File: config.mk
export PLATFORM = sky130hd
export DESIGN_NAME = cam_top
export DESIGN_NICKNAME = d
export VERILOG_FILES = /design/src/rtl/cam_cfg_pkg.sv /design/src/rtl/cam_cmd_pkg.sv /design/src/rtl/oht2bin_base.sv /design/src/rtl/cam_bank.sv /design/src/rtl/cam_hit_merge.sv /design/src/rtl/cam_top.sv
export SDC_FILE = /design/constraint.sdc
export NUM_CORES = 1
export LEC_CHECK = 0
export ABC_AREA = 1
export BUFFER_PORTS_ARGS = -buffer_cell sky130_fd_sc_hd__buf_2
export CAP_MARGIN = 25
export CORE_ASPECT_RATIO = 0.75
export CORE_MARGIN = 3
export CORE_UTILIZATION = 45
export CTS_BUF_LIST = sky130_fd_sc_hd__clkbuf_4 sky130_fd_sc_hd__clkbuf_8 sky130_fd_sc_hd__clkbuf_16
export CTS_CLUSTER_SIZE = 20
export DETAILED_ROUTE_END_ITERATION = 6
export PLACE_DENSITY = 0.61
export SLEW_MARGIN = 20
export SYNTH_ARGS = -nofsm -noshare
export SYNTH_HDL_FRONTEND = slang
export SYNTH_HIERARCHICAL = 1
export SYNTH_SLANG_ARGS = --single-unit
File: constraint.sdc
create_clock -name clk -period 4.85 [get_ports clk]
set_clock_uncertainty 0.15 [all_clocks]
set_input_delay 1.455 -clock clk [delete_from_list [all_inputs] [get_ports clk]]
set_output_delay 1.455 -clock clk [all_outputs]
set_load 0.01 [all_outputs]
File: src/rtl/cam_cfg_pkg.sv
// cam sizing constants
// key width, request address and index widths, default bank geometry
// shared by the tag store RTL and its testbench

`default_nettype none

package cam_cfg_pkg;

    //////////////////////////////////////////////////////////////////////
    // field widths
    //////////////////////////////////////////////////////////////////////

    localparam int unsigned KEY_W  = 16;  // stored key / lookup key
    localparam int unsigned ADDR_W = 8;   // request entry address
    localparam int unsigned IDX_W  = 8;   // result index, bank bit included

    //////////////////////////////////////////////////////////////////////
    // defaults for the top level
    //////////////////////////////////////////////////////////////////////

    // entries in each of the two banks
    localparam int unsigned ENTRIES_DEF = 8;

    // encoder style, 0 selects the table form
    localparam int unsigned IMPL_DEF = 0;

endpackage : cam_cfg_pkg

`default_nettype wire

File: src/rtl/cam_cmd_pkg.sv
// cam command and result types
// opcode enum, request word, per-bank lookup result, merged response
// all structs are packed so they travel as plain vectors

`default_nettype none

package cam_cmd_pkg;

    //////////////////////////////////////////////////////////////////////
    // request side
    //////////////////////////////////////////////////////////////////////

    typedef enum logic [1:0] {
        OP_NOP    = 2'd0,  // no effect
        OP_WRITE  = 2'd1,  // store key, set valid
        OP_INVAL  = 2'd2,  // clear valid
        OP_LOOKUP = 2'd3   // search both banks
    } cam_op_e;

    // low addr bits pick the entry, next bit picks the bank
    typedef struct packed {
        cam_op_e                          op;
        logic [cam_cfg_pkg::ADDR_W-1:0]   addr;
        logic [cam_cfg_pkg::KEY_W-1:0]    key;
    } cam_req_t;

    //////////////////////////////////////////////////////////////////////
    // result side
    //////////////////////////////////////////////////////////////////////

    // one bank, one cycle after the lookup
    typedef struct packed {
        logic                             vld;    // lookup result present
        logic                             hit;    // some valid entry matched
        logic                             multi;  // two or more matched
        logic [cam_cfg_pkg::IDX_W-1:0]    idx;    // entry number, upper bits zero
    } cam_bank_res_t;

    // merged, bank bit inserted above the entry number
    typedef struct packed {
        logic                             hit;
        logic                             multi;
        logic [cam_cfg_pkg::IDX_W-1:0]    idx;
    } cam_rsp_t;

endpackage : cam_cmd_pkg

`default_nettype wire

File: src/rtl/oht2bin_base.sv
// one-hot to binary encoder
// purely combinational, three selectable structures
// several set bits give the OR of their positions, no priority

`default_nettype none
`timescale 1ns/1ns

module oht2bin_base #(
    parameter  int unsigned WIDTH          = 32,
    localparam int unsigned WIDTH_LOG      = $clog2(WIDTH),
    // 0 selects mask table, 1 selects masked loop, 2 selects conditional loop
    parameter  int unsigned IMPLEMENTATION = 0
)(
    input  logic [WIDTH-1:0]     oht,  // one-hot vector
    output logic [WIDTH_LOG-1:0] bin,  // encoded position
    output logic                 vld   // any bit set
);

    // positions whose binary form has bit b set
    function automatic logic [WIDTH-1:0] mask_f(int unsigned b);
        logic [WIDTH-1:0] m;
        m = '0;
        for (int unsigned j = 0; j < WIDTH; j++) begin
            m[j] = j[b];
        end
        return m;
    endfunction : mask_f

    //////////////////////////////////////////////////////////////////////
    // structure select
    //////////////////////////////////////////////////////////////////////

    generate
        case (IMPLEMENTATION)
            0: begin : g_table
                // one wide OR per output bit
                for (genvar b = 0; b < WIDTH_LOG; b++) begin : g_bit
                    localparam logic [WIDTH-1:0] MASK = mask_f(b);
                    assign bin[b] = |(oht & MASK);
                end
                assign vld = |oht;
            end
            1: begin : g_loop_all
                always_comb begin
                    bin = '0;
                    for (int unsigned i = 0; i < WIDTH; i++) begin
                        // replicate the input bit as a position mask
                        bin = bin | ({WIDTH_LOG{oht[i]}} & WIDTH_LOG'(i));
                    end
                end
                assign vld = |oht;
            end
            2: begin : g_loop_ones
                always_comb begin
                    bin = '0;
                    for (int unsigned i = 0; i < WIDTH; i++) begin
                        if (oht[i]) begin
                            bin = bin | WIDTH_LOG'(i);  // OR keeps it flat
                        end
                    end
                end
                assign vld = |oht;
            end
            default: begin : g_bad_impl
                $fatal(1, "oht2bin_base: IMPLEMENTATION %0d is not supported",
                       IMPLEMENTATION);
            end
        endcase
    endgenerate

endmodule : oht2bin_base

`default_nettype wire

File: src/rtl/cam_bank.sv
// cam bank
// key registers with valid bits, selected write and invalidate,
// parallel compare of all entries, registered encoded match result

`default_nettype none
`timescale 1ns/1ns

module cam_bank #(
    parameter int unsigned ENTRIES        = 8,
    parameter int unsigned IMPLEMENTATION = 0
)(
    input  logic                       clk,
    input  logic                       rst,
    input  logic                       req_vld,  // one-cycle strobe
    input  logic                       sel,      // address points at this bank
    input  cam_cmd_pkg::cam_req_t      req,
    output cam_cmd_pkg::cam_bank_res_t res
);

    import cam_cfg_pkg::*;
    import cam_cmd_pkg::*;

    localparam int unsigned ENT_W = $clog2(ENTRIES);

    logic [KEY_W-1:0]   key_mem [ENTRIES];  // stored keys
    logic [ENTRIES-1:0] valid;              // entry holds a key
    logic [ENT_W-1:0]   ent;                // addressed entry
    logic               do_wr;
    logic               do_inv;
    logic               do_lkp;

    logic [ENTRIES-1:0] match;    // one-hot if keys are unique
    logic [ENT_W-1:0]   enc_bin;
    logic               enc_vld;
    logic               many;     // more than one match

    logic               res_vld_q;
    logic               res_hit_q;
    logic               res_multi_q;
    logic [ENT_W-1:0]   res_ent_q;

    //////////////////////////////////////////////////////////////////////
    // request decode and storage
    //////////////////////////////////////////////////////////////////////

    assign ent    = req.addr[ENT_W-1:0];
    assign do_wr  = req_vld && sel && (req.op == OP_WRITE);
    assign do_inv = req_vld && sel && (req.op == OP_INVAL);
    assign do_lkp = req_vld && (req.op == OP_LOOKUP);  // bank select ignored

    always_ff @(posedge clk) begin
        if (rst) begin
            valid <= '0;
        end else if (do_wr) begin
            valid[ent] <= 1'b1;
        end else if (do_inv) begin
            valid[ent] <= 1'b0;
        end
    end

    // key only changes on a write, invalidate leaves it stale
    always_ff @(posedge clk) begin
        if (do_wr) begin
            key_mem[ent] <= req.key;
        end
    end

    //////////////////////////////////////////////////////////////////////
    // compare and encode
    //////////////////////////////////////////////////////////////////////

    always_comb begin
        for (int unsigned i = 0; i < ENTRIES; i++) begin
            match[i] = valid[i] && (key_mem[i] == req.key);
        end
    end

    assign many = ($countones(match) > 1);

    oht2bin_base #(
        .WIDTH          (ENTRIES),
        .IMPLEMENTATION (IMPLEMENTATION)
    ) u_enc (
        .oht (match),
        .bin (enc_bin),
        .vld (enc_vld)
    );

    // result strobe
    always_ff @(posedge clk) begin
        if (rst) begin
            res_vld_q <= 1'b0;
        end else begin
            res_vld_q <= do_lkp;
        end
    end

    // payload held between lookups
    always_ff @(posedge clk) begin
        if (do_lkp) begin
            res_hit_q   <= enc_vld;
            res_multi_q <= many;
            res_ent_q   <= enc_bin;
        end
    end

    always_comb begin
        res.vld   = res_vld_q;
        res.hit   = res_hit_q;
        res.multi = res_multi_q;
        res.idx   = IDX_W'(res_ent_q);  // upper bits zero
    end

    //////////////////////////////////////////////////////////////////////
    // checks
    //////////////////////////////////////////////////////////////////////

    // a single hit names a valid entry that holds the looked-up key
    a_hit_entry : assert property (@(posedge clk) disable iff (rst)
        (res.vld && res.hit && !res.multi) |->
            (valid[res_ent_q] && (key_mem[res_ent_q] == $past(req.key))));

    // several matches always come with the encoder's any-bit flag
    a_multi_is_hit : assert property (@(posedge clk) disable iff (rst)
        (res.vld && res.multi) |-> res.hit);

endmodule : cam_bank

`default_nettype wire

File: src/rtl/cam_hit_merge.sv
// cam hit merge
// combines the two bank results into one registered response,
// bank 0 wins, bank bit goes above the entry number

`default_nettype none
`timescale 1ns/1ns

module cam_hit_merge #(
    parameter int unsigned ENTRIES = 8
)(
    input  logic                       clk,
    input  logic                       rst,
    input  cam_cmd_pkg::cam_bank_res_t res0,  // bank 0
    input  cam_cmd_pkg::cam_bank_res_t res1,  // bank 1
    output logic                       rsp_vld,
    output cam_cmd_pkg::cam_rsp_t      rsp
);

    import cam_cfg_pkg::*;
    import cam_cmd_pkg::*;

    localparam int unsigned      ENT_W = $clog2(ENTRIES);
    localparam logic [IDX_W-1:0] BANK1 = IDX_W'(1) << ENT_W;  // bank bit set

    cam_rsp_t rsp_nxt;

    //////////////////////////////////////////////////////////////////////
    // response rule
    //////////////////////////////////////////////////////////////////////

    always_comb begin
        rsp_nxt.hit   = res0.hit | res1.hit;
        // several in one bank, or one in each
        rsp_nxt.multi = res0.multi | res1.multi | (res0.hit & res1.hit);
        if (res0.hit) begin
            rsp_nxt.idx = res0.idx;          // bank bit stays 0
        end else if (res1.hit) begin
            rsp_nxt.idx = res1.idx | BANK1;
        end else begin
            rsp_nxt.idx = '0;                // miss
        end
    end

    always_ff @(posedge clk) begin
        if (rst) begin
            rsp_vld <= 1'b0;
        end else begin
            rsp_vld <= res0.vld;  // banks in lockstep
        end
    end

    always_ff @(posedge clk) begin
        if (res0.vld) begin
            rsp <= rsp_nxt;
        end
    end

    // both banks see every lookup, so their strobes never differ
    a_banks_lockstep : assert property (@(posedge clk) disable iff (rst)
        res0.vld == res1.vld);

endmodule : cam_hit_merge

`default_nettype wire

File: src/rtl/cam_top.sv
// cam top
// two-bank tag store, request broadcast to both banks,
// bank select from the address, merged response two cycles after a lookup

`default_nettype none
`timescale 1ns/1ns

module cam_top #(
    parameter int unsigned ENTRIES        = cam_cfg_pkg::ENTRIES_DEF,
    parameter int unsigned IMPLEMENTATION = cam_cfg_pkg::IMPL_DEF
)(
    input  logic                  clk,
    input  logic                  rst,
    input  logic                  req_vld,
    input  cam_cmd_pkg::cam_req_t req,
    output logic                  rsp_vld,
    output cam_cmd_pkg::cam_rsp_t rsp
);

    import cam_cfg_pkg::*;
    import cam_cmd_pkg::*;

    localparam int unsigned ENT_W = $clog2(ENTRIES);

    // both banks plus the bank bit must fit in the address field
    if ((ENTRIES != (1 << ENT_W)) || ((2 * ENTRIES) > (1 << ADDR_W))) begin : g_bad_size
        $fatal(1, "cam_top: ENTRIES %0d unusable", ENTRIES);
    end

    logic          bank_bit;
    logic          sel0;
    logic          sel1;
    cam_bank_res_t res0;
    cam_bank_res_t res1;

    assign bank_bit = req.addr[ENT_W];
    assign sel0     = ~bank_bit;
    assign sel1     = bank_bit;

    //////////////////////////////////////////////////////////////////////
    // banks and merge
    //////////////////////////////////////////////////////////////////////

    cam_bank #(
        .ENTRIES        (ENTRIES),
        .IMPLEMENTATION (IMPLEMENTATION)
    ) u_bank0 (
        .clk     (clk),
        .rst     (rst),
        .req_vld (req_vld),
        .sel     (sel0),
        .req     (req),
        .res     (res0)
    );

    cam_bank #(
        .ENTRIES        (ENTRIES),
        .IMPLEMENTATION (IMPLEMENTATION)
    ) u_bank1 (
        .clk     (clk),
        .rst     (rst),
        .req_vld (req_vld),
        .sel     (sel1),
        .req     (req),
        .res     (res1)
    );

    cam_hit_merge #(
        .ENTRIES (ENTRIES)
    ) u_merge (
        .clk     (clk),
        .rst     (rst),
        .res0    (res0),
        .res1    (res1),
        .rsp_vld (rsp_vld),
        .rsp     (rsp)
    );

    // end to end latency through bank and merge registers
    a_lookup_rsp : assert property (@(posedge clk) disable iff (rst)
        (req_vld && (req.op == OP_LOOKUP)) |-> ##2 rsp_vld);

endmodule : cam_top

`default_nettype wire

# After elaboration in Yosys (flattened, before gate mapping)
# Memory sizes are Yosys's and may differ from the RTL's.
# Cells that the tools add are included.
# op_classes
n_reduce_logical,34
n_mul,0
n_div,0
order_cmp,4
n_addsub,14
bitwise_logic,10
n_eq_ne,19
shift,0
n_mux,12
# ops
operator,count
equality test 16 bit,16
adder 32 bit,6
"greater-than comparator 32 x 2 -> 1 bit, second input constant",2
two-way mux 8 bit,4
logical AND 1 bit,24
OR reduction 4 bit,6
adder 1 x 1 -> 2 bit,8
AND 8 bit,2
bitwise OR 8 bit,2
OR reduction 8 bit,2
inverter 8 bit,1
two-way mux 1 bit,5
"equality test 2 bit, second input constant",2
"< comparator 3 x 4 -> 1 bit, second input constant",1
two-way mux 4 bit,1
nonzero test 2 bit,2
demux 1 bit (select 3 bit),1
">= comparator 3 x 1 -> 1 bit, second input constant",1
two-way mux 3 bit,1
bitwise OR 1 bit,3
"equality test 2 x 1 -> 1 bit, second input constant",1
AND 1 bit,1
inverter 1 bit,1
# totals
elab_cells,109
ramBits,256
latchBits,0
mem_bits_ro,0
memories,2
regBits,34
# memory_table
name,words,word_bits,rd,rd_clocked_by_memory_dff,write_ports,line_no,source
u_bank0.key_mem,8,16,8,0,1,cam_bank.sv:25,logic [KEY_W-1:0] key_mem [ENTRIES];
u_bank1.key_mem,8,16,8,0,1,cam_bank.sv:25,

# Logic depth before layout (Yosys ltp)
# depth
ltp_word,8
ltp_mapped,20
ltp_nobuf,19

# Cells and area by module
# The synthesis kept the hierarchy.
# by_module_without_submodules
module,area_each_um2,seq_area_each_um2,cells_each,n_inst
cam_bank (u_bank1),6977.9,4174.0,748,1
cam_bank (u_bank0),6912.9,4174.0,745,1
cam_hit_merge,470.5,320.3,44,1
oht2bin_base,77.6,0.0,18,2
cam_top,3.8,0.0,1,1

# Least setup slack after synthesis
# No wires, ideal clock.
# synth_timing
path_kind,in2reg
from,input port req[8] in the netlist's numbering
to,"register u_bank1.res_multi_q, data pin"
stages,19
setup_slack_ns,-0.176
arrival_time_ns,4.614
path_cell_list,buf_4 > inv_1 > nand2_1 > nand2_1 > nor2_1 > nand2_1 > nor2_1 > nand2_1 > nor2_1 > fa_1 > inv_1 > fa_1 > fa_1 > inv_1 > ha_1 > fa_1 > nor2_1 > a21oi_1 > or2_2
# synth_via
elab_chain_len,6
elab_cells_between_ends,24
# synth_lines
item,line_no,source
from (decl),cam_top.sv:15,"input cam_cmd_pkg::cam_req_t req,"
equality test 16 bit,cam_bank.sv:74,match[i] = valid[i] && (key_mem[i] == req.key);
logical AND 1 bit,cam_bank.sv:74,
via u_bank1.match[1],cam_bank.sv:32,logic [ENTRIES-1:0] match;
adder 1 x 1 -> 2 bit (implied by the code),cam_bank.sv:78,assign many = ($countones(match) > 1);
adder 32 bit (implied by the code) (2 in a row),cam_bank.sv:78,
greater-than comparator 32 x 2 -> 1 bit,cam_bank.sv:78,
via u_bank1.many,cam_bank.sv:35,logic many;
to (signal assigned),cam_bank.sv:102,res_multi_q <= many;
to (decl),cam_bank.sv:39,logic res_multi_q;
# The timed path passes the listed nets, and every way through them passes these cells.
# A chain may end at the register's enable or synchronous reset.

# Final worst setup path
# layout_timing
from,input port req[15] in the netlist's numbering
to,"register u_bank1.res_multi_q, data pin"
# The elaborated chain is that of the path after synthesis.

==> results.md <==
* CTS buffer count at 30
* Die footprint at 34,390 µm²
* Placed Cells at 2,086
* Post-route setup slack at 0.1602 ns
* Minimum clock period at 4.690 ns
* Syn. warnings at 6
* Core Region at 31,460 µm²
* Post-route ant nets at 0
* TritonRoute pass-1 iters at 5
* Worst stage delay on the critical path at 0.50 ns
* Clk buf depth at 3
* Status: completed
* Ratio of final minimum period to clock period at 0.9670
* Clock power frac at 0.434
* Post-Syn Area at 14,480 µm²
* CP Buf/Inv Count at 4
* Final #Nets at 1,759
* Max Used Layer: met5
* Metal-1 WL at 18,500 µm
* Clock Sink Count at 294
* RSZ-0062 raised after global routing: no
* Pwr Density at 332.9 nW/µm²
* Met2 WL at 15,120 µm
* CP max stage cell: fa_1
* Share of cells above drive strength 1 at 0.1650
* Pleak at 7.572 nW
* CP startpoint kind: input port
* Filler instances at 2,800
* Initial antenna violation count at 1
* Via count at 10,690
* Crit path arrival time at 4.85 ns
* Fmax achieved at 213.2 MHz
* Final hold vios at 0
* Max-slew headroom at 0.4780
* Worst Setup End Kind: register
* Global-route total usage across every layer at 0.2151
* VDD IR max at 0.2267 mV
* Net Sw Frac at 0.2175
* Internal at 4.434 mW
* Total grt overflow at 0
* CP required at 5.01 ns
* Pin count of the biggest net entering global routing at 19
* WS Path Type: in -> reg
* Routed wire length at 36,560 µm
* Detailed-route wire length per cell at 17.04 µm
* P_sw at 1.232 mW
* Total power at 5.666 mW
* Clk root buf: clkbuf_16
* CTS clock-pin slew for the worst setup and hold paths at 0.06 ns
* Post-Synthesis Cells at 1,570
* Tightest Hold Check Type: reg -> reg
* GP Congestion at 0.8688
* Remaining DRCs at 0
* # IOs at 40
* Place WS at -0.6359 ns
* Placed wire-length estimate at 26,490 µm
* Area growth from synthesis to layout at 17.56%
* Worst Tran Pin Value at 0.7821 ns
* Number of diodes at 0
* H-tree Lvls at 1
* Die width at 213.1 µm
* Hold WS at 0.3360 ns
* Final max-slew violation count at 0
* Die H at 161.3 µm
* Critical Path Fanout Max at 10
* Finish-stage setup viols at 0
* Proportion of power drawn by combinational gates at 0.072
* Vias per inst at 4.982
* Vias in the first global route at 9,926
* Post-route insts no fill at 2,145
* Starting Density at 0.4602
* Clock Latency Late Sink at 0.57 ns
* Port bufs at 35
* Critical Path Most Common Cell: nand2_1
* CP Cell Sequence: buf_4 -> buf_4 -> nand2_1 -> nand2_1 -> nor2_1 -> nand2_1 -> nor2_1 -> nand2_1 -> nor2_4 -> fa_1 -> inv_2 -> fa_1 -> fa_1 -> inv_1 -> ha_2 -> fa_2 -> nor2_1 -> a21oi_1 -> or2_4
* Row cnt at 56
* Met3 WL at 2274 µm
* Max-cap violation count at 0
* CTS tree: done
* Flop pwr share at 0.494
* 1st-iter DRT viols at 944
* Crit-path leading delay family: adder cells
* Syn Area/Cell at 9.222 µm²
* TNS Setup at 0 ns
* Global-route wire length before repair at 56,120 µm
## layer usage
layer / up-vias / track usage
met3: 50 / 0.03204
met1: 5053 / 0.3430
met2: 307 / 0.3134
li1: 5274 / -
met4: 2 / 0.04050
met5: - / 0
## through the flow
step	util	instance area [µm²]
floorplan	-	14750
global placement	0.5036	15840
detailed placement	0.5036	15840
CTS	0.5377	16920
global route	0.5410	17020
finish	0.5410	17020
## power groups by stage
| stage | Clock, mW | Sequential (mW) | Combinational (mW) |
|---|---|---|---|
| 3_5_place_dp | 0 | 2.86 | 0.394 |
| 5_1_grt | 2.61 | 2.80 | 0.446 |
| 3_3_place_gp | 0 | 2.85 | 0.387 |
| 6_report | 2.46 | 2.80 | 0.406 |
| 4_1_cts | 2.51 | 2.80 | 0.398 |
| 2_1_floorplan | 0 | 2.85 | 0.221 |
## repair_timing
item	in CTS	in global routing
setup buffers	0	4
setup endpoints to repair	2	2
resized for setup	4	35
endpoints found under the hold margin	0	0
pin swaps	0	14
hold buffers	0	0
## path summary, 6_finish.rpt
check	slack (ns)	depth (start not counted)	end	from
setup / recovery	0.16	19	u_bank1/res_multi_q	req[15]
hold / removal	0.34	2	register	register
setup reg to reg	0.92	16	u_bank1/res_multi_q	u_bank1/key_mem[0][2]
hold reg to reg	0.34	2	register	register
## worst register-to-register path, cell delays in order (launching register included)
cell and delay, ns:
edfxtp_1 0.38, a21boi_0 0.21, nand2_1 0.07, nor2_1 0.19
nand3_1 0.10, nor2_1 0.10, buf_4 0.16, fa_1 0.43
inv_2 0.07, fa_1 0.40, fa_1 0.50, inv_1 0.04
ha_2 0.18, fa_2 0.34, nor2_1 0.10, a21oi_1 0.05
or2_4 0.22
## registers in the layout, indices dropped and copies added (netlist names), named ones only
register,count
u_bank1/res_hit_q,1
u_bank1/res_multi_q,1
u_bank1/key_mem,128
u_bank0/res_ent_q,3
u_merge/rsp_vld,1
u_merge/rsp,10
u_bank0/res_multi_q,1
u_bank0/key_mem,128
u_bank1/res_ent_q,3
u_bank0/res_vld_q,1
u_bank0/res_hit_q,1
## placed cells by master (no fill, tap or decap), types with 7 or more instances in the layout
cell,n
dfxtp_1,18
inv_2,22
o22ai_1,16
nor2_2,15
nor2_1,142
conb_1,9
nand2_1,512
o21ai_1,9
clkbuf_4,14
nand3_1,55
o21ai_0,54
a21oi_1,21
inv_4,7
xnor2_1,12
buf_2,21
clkbuf_16,31
xor2_1,43
edfxtp_1,276
clkbuf_8,7
nand4_1,27
nor3_1,10
inv_1,225
buf_4,126
## layout make-up
cell class                 instances  area (µm²)  share of cell area
timing repair buffer             160        1216             0.07145
clock inverter                     6       105.1            0.006175
clock buffer                      49       954.7             0.05609
multi-input combinational        972        4586              0.2694
sequential                       294        8648              0.5081
inverter                         258        1003             0.05895
tap                              406       508.0             0.02984
No activity file was read; power rests on OpenSTA's default activity.
